**src/source/apf_io_pkg.sv**
```systemverilog
/* address map, register indices and payload types shared by the host I/O block.
   only regions 1, 4 and 15 are mapped; config indices past 8 read as zero */
package apf_io_pkg;

	typedef logic [31:0] bus_addr_t;
	typedef logic [31:0] bus_data_t;

	// top address nibble picks the target
	typedef logic [3:0] region_t;
	localparam region_t REGION_CRAM0 = 4'd1;
	localparam region_t REGION_SDRAM = 4'd4;
	localparam region_t REGION_CONFIG = 4'd15;

	// config register index, byte address bits 7..2
	typedef logic [5:0] cfg_index_t;
	localparam cfg_index_t CFG_CTRL_MAP_1 = 6'd0;
	localparam cfg_index_t CFG_CTRL_MAP_2 = 6'd1;
	localparam cfg_index_t CFG_DIPSW = 6'd2;
	localparam cfg_index_t CFG_SYSTEM_TYPE = 6'd3;
	localparam cfg_index_t CFG_VIDEO_MODE = 6'd4;
	localparam cfg_index_t CFG_SND_ENABLE = 6'd5;
	localparam cfg_index_t CFG_CH_ENABLE = 6'd6;
	localparam cfg_index_t CFG_SCREEN_X = 6'd7;
	localparam cfg_index_t CFG_SCREEN_Y = 6'd8;

	// register widths
	localparam int CTRL_MAP_W = 4;
	localparam int DIPSW_W = 8;
	localparam int SYS_TYPE_W = 2;
	localparam int VIDEO_MODE_W = 1;
	localparam int SND_EN_W = 4;
	localparam int CH_EN_W = 6;
	localparam int SCREEN_POS_W = 8;

	// controller layouts, any other code is the plain pad layout
	typedef logic [CTRL_MAP_W-1:0] ctrl_map_t;
	localparam ctrl_map_t LAYOUT_NEOGEO = 4'd1;
	localparam ctrl_map_t LAYOUT_NEOGEO_CD = 4'd2;

	// pad key bitmap positions
	typedef logic [15:0] pad_keys_t;
	localparam int KEY_UP = 0;
	localparam int KEY_DOWN = 1;
	localparam int KEY_LEFT = 2;
	localparam int KEY_RIGHT = 3;
	localparam int KEY_A = 4;
	localparam int KEY_B = 5;
	localparam int KEY_X = 6;
	localparam int KEY_Y = 7;
	localparam int KEY_L1 = 8;
	localparam int KEY_SELECT = 14;
	localparam int KEY_START = 15;

	typedef logic [9:0] joystick_t;

	// RAM ports, addresses in words
	typedef logic [31:0] cram_word_t;
	typedef logic [23:0] cram_addr_t;
	typedef logic [15:0] sdram_word_t;
	typedef logic [25:0] sdram_addr_t;

	localparam int P_ROM_MASK_W = 24;
	localparam int C_ROM_MASK_W = 26;
	typedef logic [P_ROM_MASK_W-1:0] p_rom_mask_t;
	typedef logic [C_ROM_MASK_W-1:0] c_rom_mask_t;

endpackage

```
**src/source/bridge_decode.sv**
```systemverilog
`timescale 1ns/1ps
/* one read in flight at a time; no new request is taken until its response.
   writes get no response, unmapped reads return zero */
module bridge_decode (
	input  logic clk_sys,
	input  logic arst_n,
	input  logic bus_valid,
	input  logic bus_wr,
	input  apf_io_pkg::bus_addr_t bus_addr,
	input  apf_io_pkg::bus_data_t bus_wdata,
	output logic bus_ready,
	output logic rsp_valid,
	output apf_io_pkg::bus_data_t rsp_rdata,
	output logic cfg_req_valid,
	input  logic cfg_req_ready,
	input  logic cfg_rsp_valid,
	input  apf_io_pkg::bus_data_t cfg_rsp_rdata,
	output logic cram0_req_valid,
	input  logic cram0_req_ready,
	input  logic cram0_rsp_valid,
	input  apf_io_pkg::bus_data_t cram0_rsp_rdata,
	output logic sdram_req_valid,
	input  logic sdram_req_ready,
	input  logic sdram_rsp_valid,
	input  apf_io_pkg::bus_data_t sdram_rsp_rdata,
	output logic req_wr,
	output apf_io_pkg::bus_addr_t req_addr,
	output apf_io_pkg::bus_data_t req_wdata,
	output logic wr_p_rom,
	output logic wr_c_rom
);
	import apf_io_pkg::*;

	region_t region;
	logic sel_cfg;
	logic sel_cram0;
	logic sel_sdram;
	logic sel_none;
	logic target_ready;
	logic accept;
	logic rd_pending;
	logic unmapped_rsp;

	assign region = bus_addr[31:28];
	assign sel_cfg = (region == REGION_CONFIG);
	assign sel_cram0 = (region == REGION_CRAM0);
	assign sel_sdram = (region == REGION_SDRAM);
	assign sel_none = !(sel_cfg || sel_cram0 || sel_sdram);

	// requests are held back while a read waits for its data
	assign cfg_req_valid = bus_valid && !rd_pending && sel_cfg;
	assign cram0_req_valid = bus_valid && !rd_pending && sel_cram0;
	assign sdram_req_valid = bus_valid && !rd_pending && sel_sdram;

	// unmapped accesses are always taken
	assign target_ready = (sel_cfg && cfg_req_ready) || (sel_cram0 && cram0_req_ready) ||
		(sel_sdram && sdram_req_ready) || sel_none;
	assign bus_ready = bus_valid && !rd_pending && target_ready;
	assign accept = bus_valid && bus_ready;

	assign req_wr = bus_wr;
	assign req_addr = bus_addr;
	assign req_wdata = bus_wdata;

	// write strobes for the ROM mask tracker
	assign wr_p_rom = accept && bus_wr && sel_cram0;
	assign wr_c_rom = accept && bus_wr && sel_sdram;

	always_ff @(posedge clk_sys or negedge arst_n) begin
		if (!arst_n) begin
			rd_pending <= 1'b0;
			unmapped_rsp <= 1'b0;
		end else begin
			unmapped_rsp <= accept && !bus_wr && sel_none;
			if (accept && !bus_wr) begin
				rd_pending <= 1'b1;
			end else if (rsp_valid) begin
				rd_pending <= 1'b0;
			end
		end
	end

	assign rsp_valid = cfg_rsp_valid || cram0_rsp_valid || sdram_rsp_valid || unmapped_rsp;

	// unmapped response falls through to zero
	always_comb begin
		rsp_rdata = '0;
		if (cfg_rsp_valid) begin
			rsp_rdata = cfg_rsp_rdata;
		end else if (cram0_rsp_valid) begin
			rsp_rdata = cram0_rsp_rdata;
		end else if (sdram_rsp_valid) begin
			rsp_rdata = sdram_rsp_rdata;
		end
	end

	// targets never answer over each other
	a_one_rsp: assert property (@(posedge clk_sys) disable iff (!arst_n)
		$onehot0({cfg_rsp_valid, cram0_rsp_valid, sdram_rsp_valid, unmapped_rsp}));

endmodule

```
**src/source/core_config_regs.sv**
```systemverilog
`timescale 1ns/1ps
/* registers keep the low bits of each written word and read back zero-extended.
   address bits above 7 are not decoded, so the bank repeats through its region */
module core_config_regs (
	input  logic clk_sys,
	input  logic arst_n,
	input  logic req_valid,
	input  logic req_wr,
	input  apf_io_pkg::bus_addr_t req_addr,
	input  apf_io_pkg::bus_data_t req_wdata,
	input  logic all_complete,
	input  apf_io_pkg::pad_keys_t pad1_key,
	output logic req_ready,
	output logic rsp_valid,
	output apf_io_pkg::bus_data_t rsp_rdata,
	output apf_io_pkg::ctrl_map_t ctrl_map_1,
	output apf_io_pkg::ctrl_map_t ctrl_map_2,
	output logic [apf_io_pkg::DIPSW_W-1:0] dipsw,
	output logic [apf_io_pkg::SYS_TYPE_W-1:0] system_type,
	output logic [apf_io_pkg::VIDEO_MODE_W-1:0] video_mode,
	output logic [apf_io_pkg::SND_EN_W-1:0] snd_enable,
	output logic [apf_io_pkg::CH_EN_W-1:0] ch_enable,
	output logic [apf_io_pkg::SCREEN_POS_W-1:0] screen_x_pos,
	output logic [apf_io_pkg::SCREEN_POS_W-1:0] screen_y_pos,
	output logic start_system
);
	import apf_io_pkg::*;

	cfg_index_t index;
	bus_data_t readback;

	assign index = req_addr[7:2];
	assign req_ready = 1'b1;

	always_ff @(posedge clk_sys or negedge arst_n) begin
		if (!arst_n) begin
			ctrl_map_1 <= '0;
			ctrl_map_2 <= '0;
			dipsw <= '0;
			system_type <= '0;
			video_mode <= '0;
			snd_enable <= '0;
			ch_enable <= '0;
			screen_x_pos <= '0;
			screen_y_pos <= '0;
			rsp_valid <= 1'b0;
			start_system <= 1'b0;
		end else begin
			rsp_valid <= req_valid && !req_wr;
			// core runs once loading is done and l1 is let go
			start_system <= all_complete && !pad1_key[KEY_L1];
			if (req_valid && req_wr) begin
				case (index)
					CFG_CTRL_MAP_1: ctrl_map_1 <= req_wdata[CTRL_MAP_W-1:0];
					CFG_CTRL_MAP_2: ctrl_map_2 <= req_wdata[CTRL_MAP_W-1:0];
					CFG_DIPSW: dipsw <= req_wdata[DIPSW_W-1:0];
					CFG_SYSTEM_TYPE: system_type <= req_wdata[SYS_TYPE_W-1:0];
					CFG_VIDEO_MODE: video_mode <= req_wdata[VIDEO_MODE_W-1:0];
					CFG_SND_ENABLE: snd_enable <= req_wdata[SND_EN_W-1:0];
					CFG_CH_ENABLE: ch_enable <= req_wdata[CH_EN_W-1:0];
					CFG_SCREEN_X: screen_x_pos <= req_wdata[SCREEN_POS_W-1:0];
					CFG_SCREEN_Y: screen_y_pos <= req_wdata[SCREEN_POS_W-1:0];
					default: ;
				endcase
			end
		end
	end

	// indices past the bank read as zero
	always_comb begin
		case (index)
			CFG_CTRL_MAP_1: readback = bus_data_t'(ctrl_map_1);
			CFG_CTRL_MAP_2: readback = bus_data_t'(ctrl_map_2);
			CFG_DIPSW: readback = bus_data_t'(dipsw);
			CFG_SYSTEM_TYPE: readback = bus_data_t'(system_type);
			CFG_VIDEO_MODE: readback = bus_data_t'(video_mode);
			CFG_SND_ENABLE: readback = bus_data_t'(snd_enable);
			CFG_CH_ENABLE: readback = bus_data_t'(ch_enable);
			CFG_SCREEN_X: readback = bus_data_t'(screen_x_pos);
			CFG_SCREEN_Y: readback = bus_data_t'(screen_y_pos);
			default: readback = '0;
		endcase
	end

	always_ff @(posedge clk_sys) begin
		if (req_valid && !req_wr) begin
			rsp_rdata <= readback;
		end
	end

endmodule

```
**src/source/rom_mask_tracker.sv**
```systemverilog
`timescale 1ns/1ps
/* masks only grow until reset; each write widens them to cover its offset.
   the C ROM mask uses the same rule as the P ROM mask */
module rom_mask_tracker (
	input  logic clk_sys,
	input  logic arst_n,
	input  logic wr_p_rom,
	input  logic wr_c_rom,
	input  apf_io_pkg::bus_addr_t req_addr,
	output apf_io_pkg::p_rom_mask_t p_rom_mask,
	output apf_io_pkg::c_rom_mask_t c_rom_mask
);
	import apf_io_pkg::*;

	bus_addr_t p_smear;
	bus_addr_t c_smear;

	// all bits at and below the highest set bit
	function automatic bus_addr_t smear(input bus_addr_t value);
		bus_addr_t result;
		result[31] = value[31];
		for (int i = 30; i >= 0; i--) begin
			result[i] = result[i + 1] | value[i];
		end
		return result;
	endfunction

	// offsets are the low address bits, zero-extended before smearing
	assign p_smear = smear(bus_addr_t'(req_addr[P_ROM_MASK_W-1:0]));
	assign c_smear = smear(bus_addr_t'(req_addr[C_ROM_MASK_W-1:0]));

	always_ff @(posedge clk_sys or negedge arst_n) begin
		if (!arst_n) begin
			p_rom_mask <= '0;
			c_rom_mask <= '0;
		end else begin
			if (wr_p_rom) begin
				p_rom_mask <= p_rom_mask | p_smear[P_ROM_MASK_W-1:0];
			end
			if (wr_c_rom) begin
				c_rom_mask <= c_rom_mask | c_smear[C_ROM_MASK_W-1:0];
			end
		end
	end

	// a set mask bit stays set across any run of writes
	a_mask_grows: assert property (@(posedge clk_sys) disable iff (!arst_n)
		((p_rom_mask & $past(p_rom_mask)) == $past(p_rom_mask)) &&
		((c_rom_mask & $past(c_rom_mask)) == $past(c_rom_mask)));

endmodule

```
**src/source/pad_remap.sv**
```systemverilog
`timescale 1ns/1ps
/* key bitmaps are sampled as given, no debounce; joysticks follow one cycle later */
module pad_remap (
	input  logic clk_sys,
	input  logic arst_n,
	input  apf_io_pkg::pad_keys_t pad1_key,
	input  apf_io_pkg::pad_keys_t pad2_key,
	input  apf_io_pkg::ctrl_map_t ctrl_map_1,
	input  apf_io_pkg::ctrl_map_t ctrl_map_2,
	output apf_io_pkg::joystick_t joystick_0,
	output apf_io_pkg::joystick_t joystick_1
);
	import apf_io_pkg::*;

	function automatic joystick_t remap(input pad_keys_t keys, input ctrl_map_t layout);
		joystick_t joy;
		joy[0] = keys[KEY_RIGHT];
		joy[1] = keys[KEY_LEFT];
		joy[2] = keys[KEY_DOWN];
		joy[3] = keys[KEY_UP];
		// buttons A to D on bits 4 to 7
		case (layout)
			LAYOUT_NEOGEO: joy[7:4] = {keys[KEY_A], keys[KEY_X], keys[KEY_B], keys[KEY_Y]};
			LAYOUT_NEOGEO_CD: joy[7:4] = {keys[KEY_X], keys[KEY_Y], keys[KEY_A], keys[KEY_B]};
			default: joy[7:4] = {keys[KEY_Y], keys[KEY_X], keys[KEY_B], keys[KEY_A]};
		endcase
		joy[8] = keys[KEY_START];
		joy[9] = keys[KEY_SELECT];
		return joy;
	endfunction

	always_ff @(posedge clk_sys or negedge arst_n) begin
		if (!arst_n) begin
			joystick_0 <= '0;
			joystick_1 <= '0;
		end else begin
			joystick_0 <= remap(pad1_key, ctrl_map_1);
			joystick_1 <= remap(pad2_key, ctrl_map_2);
		end
	end

endmodule

```
**src/source/ram_window.sv**
```systemverilog
`timescale 1ns/1ps
/* one word access at a time with no byte enables, so a write replaces the whole word.
   word size must be a power of two bytes */
module ram_window #(
	parameter type word_t = apf_io_pkg::cram_word_t,
	parameter type addr_t = apf_io_pkg::cram_addr_t
) (
	input  logic clk_sys,
	input  logic arst_n,
	input  logic req_valid,
	input  logic req_wr,
	input  apf_io_pkg::bus_addr_t req_addr,
	input  apf_io_pkg::bus_data_t req_wdata,
	output logic req_ready,
	output logic rsp_valid,
	output apf_io_pkg::bus_data_t rsp_rdata,
	output logic mem_valid,
	output logic mem_wr,
	output addr_t mem_addr,
	output word_t mem_wdata,
	input  logic mem_ready,
	input  word_t mem_rdata
);
	import apf_io_pkg::*;

	typedef enum logic {
		ST_IDLE,
		ST_BUSY
	} state_t;

	state_t state;
	logic accept;

	assign req_ready = (state == ST_IDLE);
	assign accept = req_valid && req_ready;
	// the RAM request is up for exactly the busy period
	assign mem_valid = (state == ST_BUSY);

	always_ff @(posedge clk_sys or negedge arst_n) begin
		if (!arst_n) begin
			state <= ST_IDLE;
			rsp_valid <= 1'b0;
		end else begin
			rsp_valid <= 1'b0;
			case (state)
				ST_IDLE: begin
					if (accept) begin
						state <= ST_BUSY;
					end
				end
				ST_BUSY: begin
					if (mem_ready) begin
						state <= ST_IDLE;
						rsp_valid <= !mem_wr;
					end
				end
				default: state <= ST_IDLE;
			endcase
		end
	end

	// byte offset to word address, upper bits dropped
	always_ff @(posedge clk_sys) begin
		if (accept) begin
			mem_wr <= req_wr;
			mem_addr <= addr_t'(req_addr >> $clog2($bits(word_t) / 8));
			mem_wdata <= word_t'(req_wdata);
		end
		if (mem_valid && mem_ready) begin
			rsp_rdata <= bus_data_t'(mem_rdata);
		end
	end

	// RAM sees a steady request while it stalls
	a_req_held: assert property (@(posedge clk_sys) disable iff (!arst_n)
		mem_valid && !mem_ready |=> mem_valid && $stable(mem_addr) && $stable(mem_wr));

endmodule

```
**src/source/apf_io_top.sv**
```systemverilog
`timescale 1ns/1ps
/* single clock domain; pad keys and all_complete must already be synchronous to clk_sys.
   CRAM0 holds the P ROM at region 1, SDRAM the C ROM at region 4 */
module apf_io_top (
	input  logic clk_sys,
	input  logic arst_n,
	input  logic bus_valid,
	input  logic bus_wr,
	input  apf_io_pkg::bus_addr_t bus_addr,
	input  apf_io_pkg::bus_data_t bus_wdata,
	output logic bus_ready,
	output logic rsp_valid,
	output apf_io_pkg::bus_data_t rsp_rdata,
	input  apf_io_pkg::pad_keys_t pad1_key,
	input  apf_io_pkg::pad_keys_t pad2_key,
	input  logic all_complete,
	output logic cram0_valid,
	output logic cram0_wr,
	output apf_io_pkg::cram_addr_t cram0_addr,
	output apf_io_pkg::cram_word_t cram0_wdata,
	input  logic cram0_ready,
	input  apf_io_pkg::cram_word_t cram0_rdata,
	output logic sdram_valid,
	output logic sdram_wr,
	output apf_io_pkg::sdram_addr_t sdram_addr,
	output apf_io_pkg::sdram_word_t sdram_wdata,
	input  logic sdram_ready,
	input  apf_io_pkg::sdram_word_t sdram_rdata,
	output logic [apf_io_pkg::DIPSW_W-1:0] dipsw,
	output logic [apf_io_pkg::SYS_TYPE_W-1:0] system_type,
	output logic [apf_io_pkg::VIDEO_MODE_W-1:0] video_mode,
	output logic [apf_io_pkg::SND_EN_W-1:0] snd_enable,
	output logic [apf_io_pkg::CH_EN_W-1:0] ch_enable,
	output logic [apf_io_pkg::SCREEN_POS_W-1:0] screen_x_pos,
	output logic [apf_io_pkg::SCREEN_POS_W-1:0] screen_y_pos,
	output apf_io_pkg::p_rom_mask_t p_rom_mask,
	output apf_io_pkg::c_rom_mask_t c_rom_mask,
	output apf_io_pkg::joystick_t joystick_0,
	output apf_io_pkg::joystick_t joystick_1,
	output logic start_system
);
	import apf_io_pkg::*;

	logic cfg_req_valid;
	logic cfg_req_ready;
	logic cfg_rsp_valid;
	bus_data_t cfg_rsp_rdata;
	logic cram0_req_valid;
	logic cram0_req_ready;
	logic cram0_rsp_valid;
	bus_data_t cram0_rsp_rdata;
	logic sdram_req_valid;
	logic sdram_req_ready;
	logic sdram_rsp_valid;
	bus_data_t sdram_rsp_rdata;
	logic req_wr;
	bus_addr_t req_addr;
	bus_data_t req_wdata;
	logic wr_p_rom;
	logic wr_c_rom;
	ctrl_map_t ctrl_map_1;
	ctrl_map_t ctrl_map_2;

	bridge_decode i_bridge_decode (
		.clk_sys(clk_sys),
		.arst_n(arst_n),
		.bus_valid(bus_valid),
		.bus_wr(bus_wr),
		.bus_addr(bus_addr),
		.bus_wdata(bus_wdata),
		.bus_ready(bus_ready),
		.rsp_valid(rsp_valid),
		.rsp_rdata(rsp_rdata),
		.cfg_req_valid(cfg_req_valid),
		.cfg_req_ready(cfg_req_ready),
		.cfg_rsp_valid(cfg_rsp_valid),
		.cfg_rsp_rdata(cfg_rsp_rdata),
		.cram0_req_valid(cram0_req_valid),
		.cram0_req_ready(cram0_req_ready),
		.cram0_rsp_valid(cram0_rsp_valid),
		.cram0_rsp_rdata(cram0_rsp_rdata),
		.sdram_req_valid(sdram_req_valid),
		.sdram_req_ready(sdram_req_ready),
		.sdram_rsp_valid(sdram_rsp_valid),
		.sdram_rsp_rdata(sdram_rsp_rdata),
		.req_wr(req_wr),
		.req_addr(req_addr),
		.req_wdata(req_wdata),
		.wr_p_rom(wr_p_rom),
		.wr_c_rom(wr_c_rom)
	);

	core_config_regs i_core_config_regs (
		.clk_sys(clk_sys),
		.arst_n(arst_n),
		.req_valid(cfg_req_valid),
		.req_wr(req_wr),
		.req_addr(req_addr),
		.req_wdata(req_wdata),
		.all_complete(all_complete),
		.pad1_key(pad1_key),
		.req_ready(cfg_req_ready),
		.rsp_valid(cfg_rsp_valid),
		.rsp_rdata(cfg_rsp_rdata),
		.ctrl_map_1(ctrl_map_1),
		.ctrl_map_2(ctrl_map_2),
		.dipsw(dipsw),
		.system_type(system_type),
		.video_mode(video_mode),
		.snd_enable(snd_enable),
		.ch_enable(ch_enable),
		.screen_x_pos(screen_x_pos),
		.screen_y_pos(screen_y_pos),
		.start_system(start_system)
	);

	rom_mask_tracker i_rom_mask_tracker (
		.clk_sys(clk_sys),
		.arst_n(arst_n),
		.wr_p_rom(wr_p_rom),
		.wr_c_rom(wr_c_rom),
		.req_addr(req_addr),
		.p_rom_mask(p_rom_mask),
		.c_rom_mask(c_rom_mask)
	);

	pad_remap i_pad_remap (
		.clk_sys(clk_sys),
		.arst_n(arst_n),
		.pad1_key(pad1_key),
		.pad2_key(pad2_key),
		.ctrl_map_1(ctrl_map_1),
		.ctrl_map_2(ctrl_map_2),
		.joystick_0(joystick_0),
		.joystick_1(joystick_1)
	);

	// P ROM window, 32-bit words
	ram_window #(
		.word_t(cram_word_t),
		.addr_t(cram_addr_t)
	) i_cram0_window (
		.clk_sys(clk_sys),
		.arst_n(arst_n),
		.req_valid(cram0_req_valid),
		.req_wr(req_wr),
		.req_addr(req_addr),
		.req_wdata(req_wdata),
		.req_ready(cram0_req_ready),
		.rsp_valid(cram0_rsp_valid),
		.rsp_rdata(cram0_rsp_rdata),
		.mem_valid(cram0_valid),
		.mem_wr(cram0_wr),
		.mem_addr(cram0_addr),
		.mem_wdata(cram0_wdata),
		.mem_ready(cram0_ready),
		.mem_rdata(cram0_rdata)
	);

	// C ROM window, 16-bit words
	ram_window #(
		.word_t(sdram_word_t),
		.addr_t(sdram_addr_t)
	) i_sdram_window (
		.clk_sys(clk_sys),
		.arst_n(arst_n),
		.req_valid(sdram_req_valid),
		.req_wr(req_wr),
		.req_addr(req_addr),
		.req_wdata(req_wdata),
		.req_ready(sdram_req_ready),
		.rsp_valid(sdram_rsp_valid),
		.rsp_rdata(sdram_rsp_rdata),
		.mem_valid(sdram_valid),
		.mem_wr(sdram_wr),
		.mem_addr(sdram_addr),
		.mem_wdata(sdram_wdata),
		.mem_ready(sdram_ready),
		.mem_rdata(sdram_rdata)
	);

endmodule

```
**config.mk**
```make
export PLATFORM = sky130hd
export DESIGN_NAME = apf_io_top
export DESIGN_NICKNAME = d
export VERILOG_FILES = /design/src/source/apf_io_pkg.sv /design/src/source/bridge_decode.sv /design/src/source/core_config_regs.sv /design/src/source/rom_mask_tracker.sv /design/src/source/pad_remap.sv /design/src/source/ram_window.sv /design/src/source/apf_io_top.sv
export SDC_FILE = /design/constraint.sdc
export NUM_CORES = 1
export LEC_CHECK = 0
export BUFFER_PORTS_ARGS = -buffer_cell sky130_fd_sc_hd__buf_2
export CELL_PAD_IN_SITES_DETAIL_PLACEMENT = 2
export CELL_PAD_IN_SITES_GLOBAL_PLACEMENT = 2
export CORE_MARGIN = 8
export CORE_UTILIZATION = 35
export CTS_CLUSTER_DIAMETER = 150
export DETAILED_ROUTE_END_ITERATION = 8
export GPL_ROUTABILITY_DRIVEN = 0
export PLACE_DENSITY_LB_ADDON = 0.1
export REMOVE_ABC_BUFFERS = 1
export SKIP_CTS_REPAIR_TIMING = 1
export SLEW_MARGIN = 0
export SYNTH_ARGS = -nofsm -noshare
export SYNTH_HDL_FRONTEND = slang
export SYNTH_SLANG_ARGS = --single-unit
export TNS_END_PERCENT = 50
```
**constraint.sdc**
```tcl
create_clock -name clk_sys -period 7.5 [get_ports clk_sys]
set_input_delay 0 -clock clk_sys [delete_from_list [all_inputs] [get_ports clk_sys]]
set_output_delay 0 -clock clk_sys [all_outputs]
set_load 0.02 [all_outputs]
```
---- Yosys cells after proc, flatten, opt, wreduce, memory -nomap -nowiden ----
Index checks and enable logic that the tools add are counted.
cells by class
  $add $sub $neg .......................... 0
  $mul .................................... 0
  div/mod/pow operators ................... 0
  magnitude comparators ................... 0
  eq/ne operators ......................... 15
  shifts and indexed selects .............. 0
  muxes and demuxes ....................... 18
  bitwise logic cells ..................... 52
  reduce and logical (&&, ||, !) cells .... 45
operators with widths
  operator              count
  $pmux W8 S9           1
  $mux W32              2
  $or A1 B1 Y1          48
  $or A26 B26 Y26       1
  $eq A6 B3 Y1 const B  4
  $or A24 B24 Y24       1
  $logic_and A1 B1 Y1   20
  $reduce_and A2 Y1     9
  $mux W16              1
  $pmux W4 S2           2
  $eq A4 B1 Y1 const B  3
  $eq A6 B2 Y1 const B  2
  $mux W1               10
  $eq A4 B2 Y1 const B  2
  $logic_or A1 B1 Y1    8
  $eq A6 B1 Y1 const B  1
  $eq A6 B4 Y1 const B  1
  $logic_not A1 Y1      6
  $logic_not A6 Y1      1
  $eq A4 B3 Y1 const B  1
  $eq A4 B4 Y1 const B  1
  $pmux W1 S2           2
  $not A1 Y1            2
  $reduce_bool A2 Y1    1
storage, ports and cells
  register bits ........................... 303
  bits in latches ......................... 0
  memory bits (writable) .................. 0
  memory bits (read-only) ................. 0
  input port bits ......................... 151
  output and inout port bits .............. 244
  word-level logic and storage cells ...... 160
  memories ................................ 0

---- Longest topological paths before layout ----
  word-level depth ........................ 26
  depth in mapped cells ................... 7
  gate-level depth less buffers ........... 4

---- Modules after synthesis ----
A second synthesis with hierarchy kept.
unflattened totals
  cell total of the unflattened synthesis .. 815
  area total of the unflattened synthesis .. 11,426.0 um^2
modules (own cells, without submodules)
  module                        instances  cells each  area an instance (um^2)  sequential area each (um^2)
  ram_window at i_cram0_window  1          96          2,765.2                  2,722.6
  core_config_regs              1          194         2,622.5                  1,416.4
  rom_mask_tracker              1          185         2,026.9                  1,251.2
  ram_window at i_sdram_window  1          83          1,988.2                  1,821.7
  bridge_decode                 1          201         1,280.0                  50.0
  pad_remap                     1          56          743.2                    500.5

---- Worst setup path before layout ----
Ideal clock, no wire load.
  path kind ............................... register -> register
  start ................................... register i_bridge_decode.rd_pending
  end ..................................... register i_sdram_window.mem_addr[0] in the netlist's numbering (enable)
  library setup time ...................... 0.499 ns
  arrival time ............................ 3.594 ns
  required time ........................... 7.001 ns
  setup slack ............................. 3.407 ns
  stages on the path, launching flop included .. 3
  buffers on the path ..................... 0
  clock period less this slack ............ 4.093 ns
  cell sequence ........................... dfrtp_1 > nand2b_1 > nor3_1
on the way
  longest elaborated chain between the ends .. 4
ends and longest elaborated chain
  item                               RTL line             source
  from (decl)                        bridge_decode.sv:41  logic rd_pending;
  from (signal assigned)             bridge_decode.sv:71  rd_pending <= 1'b0;
  from (signal assigned)             bridge_decode.sv:76  rd_pending <= 1'b1;
  from (signal assigned)             bridge_decode.sv:78  rd_pending <= 1'b0;
  $logic_not A1 Y1                   bridge_decode.sv:53  assign sdram_req_valid = bus_valid && !rd_pending && sel_sdram;
  $logic_and A1 B1 Y1 (2 in series)  bridge_decode.sv:53
  $logic_and A1 B1 Y1                ram_window.sv:35     assign accept = req_valid && req_ready;
  named net i_sdram_window.accept    ram_window.sv:32     logic accept;
  to (signal assigned)               ram_window.sv:66     mem_addr <= addr_t'(req_addr >> $clog2($bits(word_t) / 8));
  to (decl)                          ram_window.sv:19     output addr_t mem_addr,
The timed path passes the listed nets, and every way through them passes these cells.
A chain may end at the register's enable or synchronous reset.

---- Worst setup path in the final report ----
  start ................................... register i_cram0_window.rsp_valid
  end ..................................... output port rsp_rdata[23]
on the way
  longest elaborated chain between the ends .. 2
ends and longest elaborated chain
  item                    RTL line             source
  from (decl)             ram_window.sv:15     output logic rsp_valid,
  from (signal assigned)  ram_window.sv:54     rsp_valid <= !mem_wr;
  $mux W32                bridge_decode.sv:90  end else if (cram0_rsp_valid) begin
  $mux W32                bridge_decode.sv:88  if (cfg_rsp_valid) begin
  to (decl)               apf_io_top.sv:13     output apf_io_pkg::bus_data_t rsp_rdata,
Every way passes these cells.

==> results.txt <==
Buf+Inv Stages, Crit Path: 1
pre-CTS WS: 4.90 ns
Final Max Slew Viols: 0
Post-DP Area: 0.0127 mm^2
CP Class: flop to output pin
YS warnings: 0
# clock sinks: 279
Final min period: 2.63 ns
commonest non-fill, non-tap cell in the layout: buf_2
Hold Path Class: input port to flop
starting DRC count in detailed routing: 329
Die Wd: 188 um
Synth Area in XOR/XNOR: 0%
Sw Share: 27.8%
Worst Skew: 0.0217 ns
Max Clk Rate: 380 MHz
Final Cell Area: 0.0151 mm^2
Primary FF master, synth: edfxtp_1
FFs w/ async S/R, synth: 44.1%
CTS clk-pin slew, worst paths: 0.06 ns
RSZ-0062 raised after global routing: false
global-route wire length before repair: 54,900 um
switching power total: 1.07 mW
full die area: 0.0354 mm^2
CTS max path bufs: 3
Tot Pwr: 3.87 mW
Reg power frac: 46.9%
Crit Reg-Reg Startpoint: i_bridge_decode.rd_pending
Gate power share: 15.7%
Avg Inst Size Synth: 15.7 um^2
final worst-path cycle share: 35.1%
CTS tree: yes
Hold Fails Final Rpt: 0
Root Driver: clkbuf_16
I/O pins: 395
Syn Inst Count: 658
worst setup margin: 4.87 ns
CORE AREA: 0.0294 mm^2
Starting Density: 35.2%
total global routing overflow: 0
worst path required time: 7.50 ns
CP arrival: 2.63 ns
Rows: 63
post-synthesis cell type count: 54
Compound-Gate Fraction of Synth Area: 7.60%
simple-gate share of the synthesized area: 9.48%
CP startpoint kind: flop
hold_sp: bus_valid
relative slew slack: 38.6%
Buffers on Ports: 382
Die Ht: 188 um
DR pass1 iterations: 4
vias in the first global route: 8,467
Netlist Area Pre-Place: 0.0104 mm^2
Power Density: 256 mW/mm^2
CP Max Fanout: 20
Final TNS setup: 0 ns
DP HPWL: 27,000 um
routed length per placed instance: 26.1 um
final wirelength: 42,000 um
Max stage delay cell, worst path: dfrtp_1
layout cells sized above 1: 41.1%
CP Capture Type: output pin
max incr delay on CP: 0.83 ns
cell family with the largest share of critical-path delay: simple AND/OR/NAND/NOR gates
EDFF count, synth: 156
internal power: 2.80 mW
measured slew at the worst slew-check pin: 0.920 ns
largest family of logic cells by synthesized area: simple AND/OR/NAND/NOR gates
cell leakage power: 6.89 nW
sequential fraction of the synthesis area: 74.9%
antenna violations before repair: 0
Max Cap Viol: 0
clock insertion delay at the later pin of the skew report: 0.56 ns
total number of vias: 8,075
Setup violations, final: 0
Critical path origin: i_cram0_window.rsp_valid
Peak VDD IR: 170 uV
status: completed
most frequent cells in the layout: buf_2, edfxtp_1, dlygate4sd3_1, dfrtp_1, mux2_2
Area growth, synth to finish: 45.9%
clock share of power: 37.4%
Post-Synth Adder-Cell Area: 0%
Layout Cells excl Fill: 1,611
vias per inst: 5.01
fin nets: 1,347
Total GRT Usage: 20.2%
DRC viols: 0
Final ANT Viol Nets: 0
flops & latches, synth: 279
mux contribution to synthesized area: 6.55%
total CTS buffers: 31
CP Cell Sequence: nor2b_1 -> and2_1 -> buf_2
Cells after DPL: 1,410
H-tree Lvls: 1
pin count of the biggest net entering global routing: 68
-- final cells by class --
type,count,area [um^2]
Clock buffer,34,787
Clock inverter,23,161
Timing Repair Buffer,533,3410
Fill cell,2804,14300
Multi-Input combinational cell,344,2470
Tap cell,390,488
Inverter,7,26.3
Sequential cell,279,7760
Antenna cell,1,2.50
-- cell families (layout without fill, tap and decap cells) --
family                 after synthesis  in the layout
DFF                                279            279
other                                0              1
and+or+nand+nor                    171            171
muxes                               60             60
AOI/OAI and AO/OA                  113            113
buffers and inverters               35            597
-- state kept, by name, indices dropped and copies added (netlist names), 10 cells and up --
register / cells
i_cram0_window.rsp_rdata: 32
i_cram0_window.mem_wdata: 32
i_sdram_window.mem_wdata: 16
i_pad_remap.joystick_0: 10
i_sdram_window.mem_addr: 26
i_rom_mask_tracker.p_rom_mask: 24
i_rom_mask_tracker.c_rom_mask: 26
i_sdram_window.rsp_rdata: 16
i_cram0_window.mem_addr: 24
i_pad_remap.joystick_1: 10
-- final timing paths --
check / end / slack, ns / depth (start not counted)
worst min-delay path: i_bridge_decode.unmapped_rsp / 0.008 / 4
max in group asynchronous: i_rom_mask_tracker.p_rom_mask[3] / 6.20 / 3
worst max-delay path: rsp_rdata[23] / 4.87 / 3
min in group asynchronous: i_core_config_regs.screen_x_pos[6] / 0.05 / 2
worst min register to register: i_cram0_window.rsp_valid / 0.43 / 1
worst max register to register: i_cram0_window.mem_addr[6] / 4.91 / 4
-- metrics by stage --
stage	hold slack (ns)	utilization (%)
finish	0.00751	51.4
global route	0.00919	51.4
CTS	-0.528	46.5
detailed placement	0.0505	43.3
global placement	0.0538	43.3
floorplan	-0.296	-
-- worst register-to-register path: cells and delay by family, from the launching register on --
kind / cells / cell delay [ns]
and+or+nand+nor: 3 / 1.16
buffers and inverters: 1 / 0.63
DFF: 1 / 0.39
-- cells in the mapped netlist, types with 14 or more instances --
cell type	n	area, um^2
clkbuf_1	17	63.8
and2_1	24	150
o21bai_1	17	128
nor2_1	37	139
nand2_1	20	75.1
nor3_1	20	100
o21ai_0	19	95.1
a22oi_1	18	135
edfxtp_1	156	4680
a21o_1	25	188
nand3_1	14	70.1
mux2_2	51	574
dfrtp_1	123	3080
-- metal layers --
layer,routed length (um),track usage (%)
met4,1250,6.39
met2,21800,35.1
met3,2890,6.56
met5,0,0
met1,16100,23.2
-- power groups by stage --
stage          Combinational (mW)  Clock (mW)  Sequential, mW
3_5_place_dp                0.549           0            1.84
3_3_place_gp                0.535           0            1.83
5_1_grt                     0.648        1.53            1.83
6_report                    0.609        1.45            1.81
4_1_cts                     0.552        1.47            1.81
2_1_floorplan               0.114           0            1.98
No activity file was read; power rests on OpenSTA's default activity.
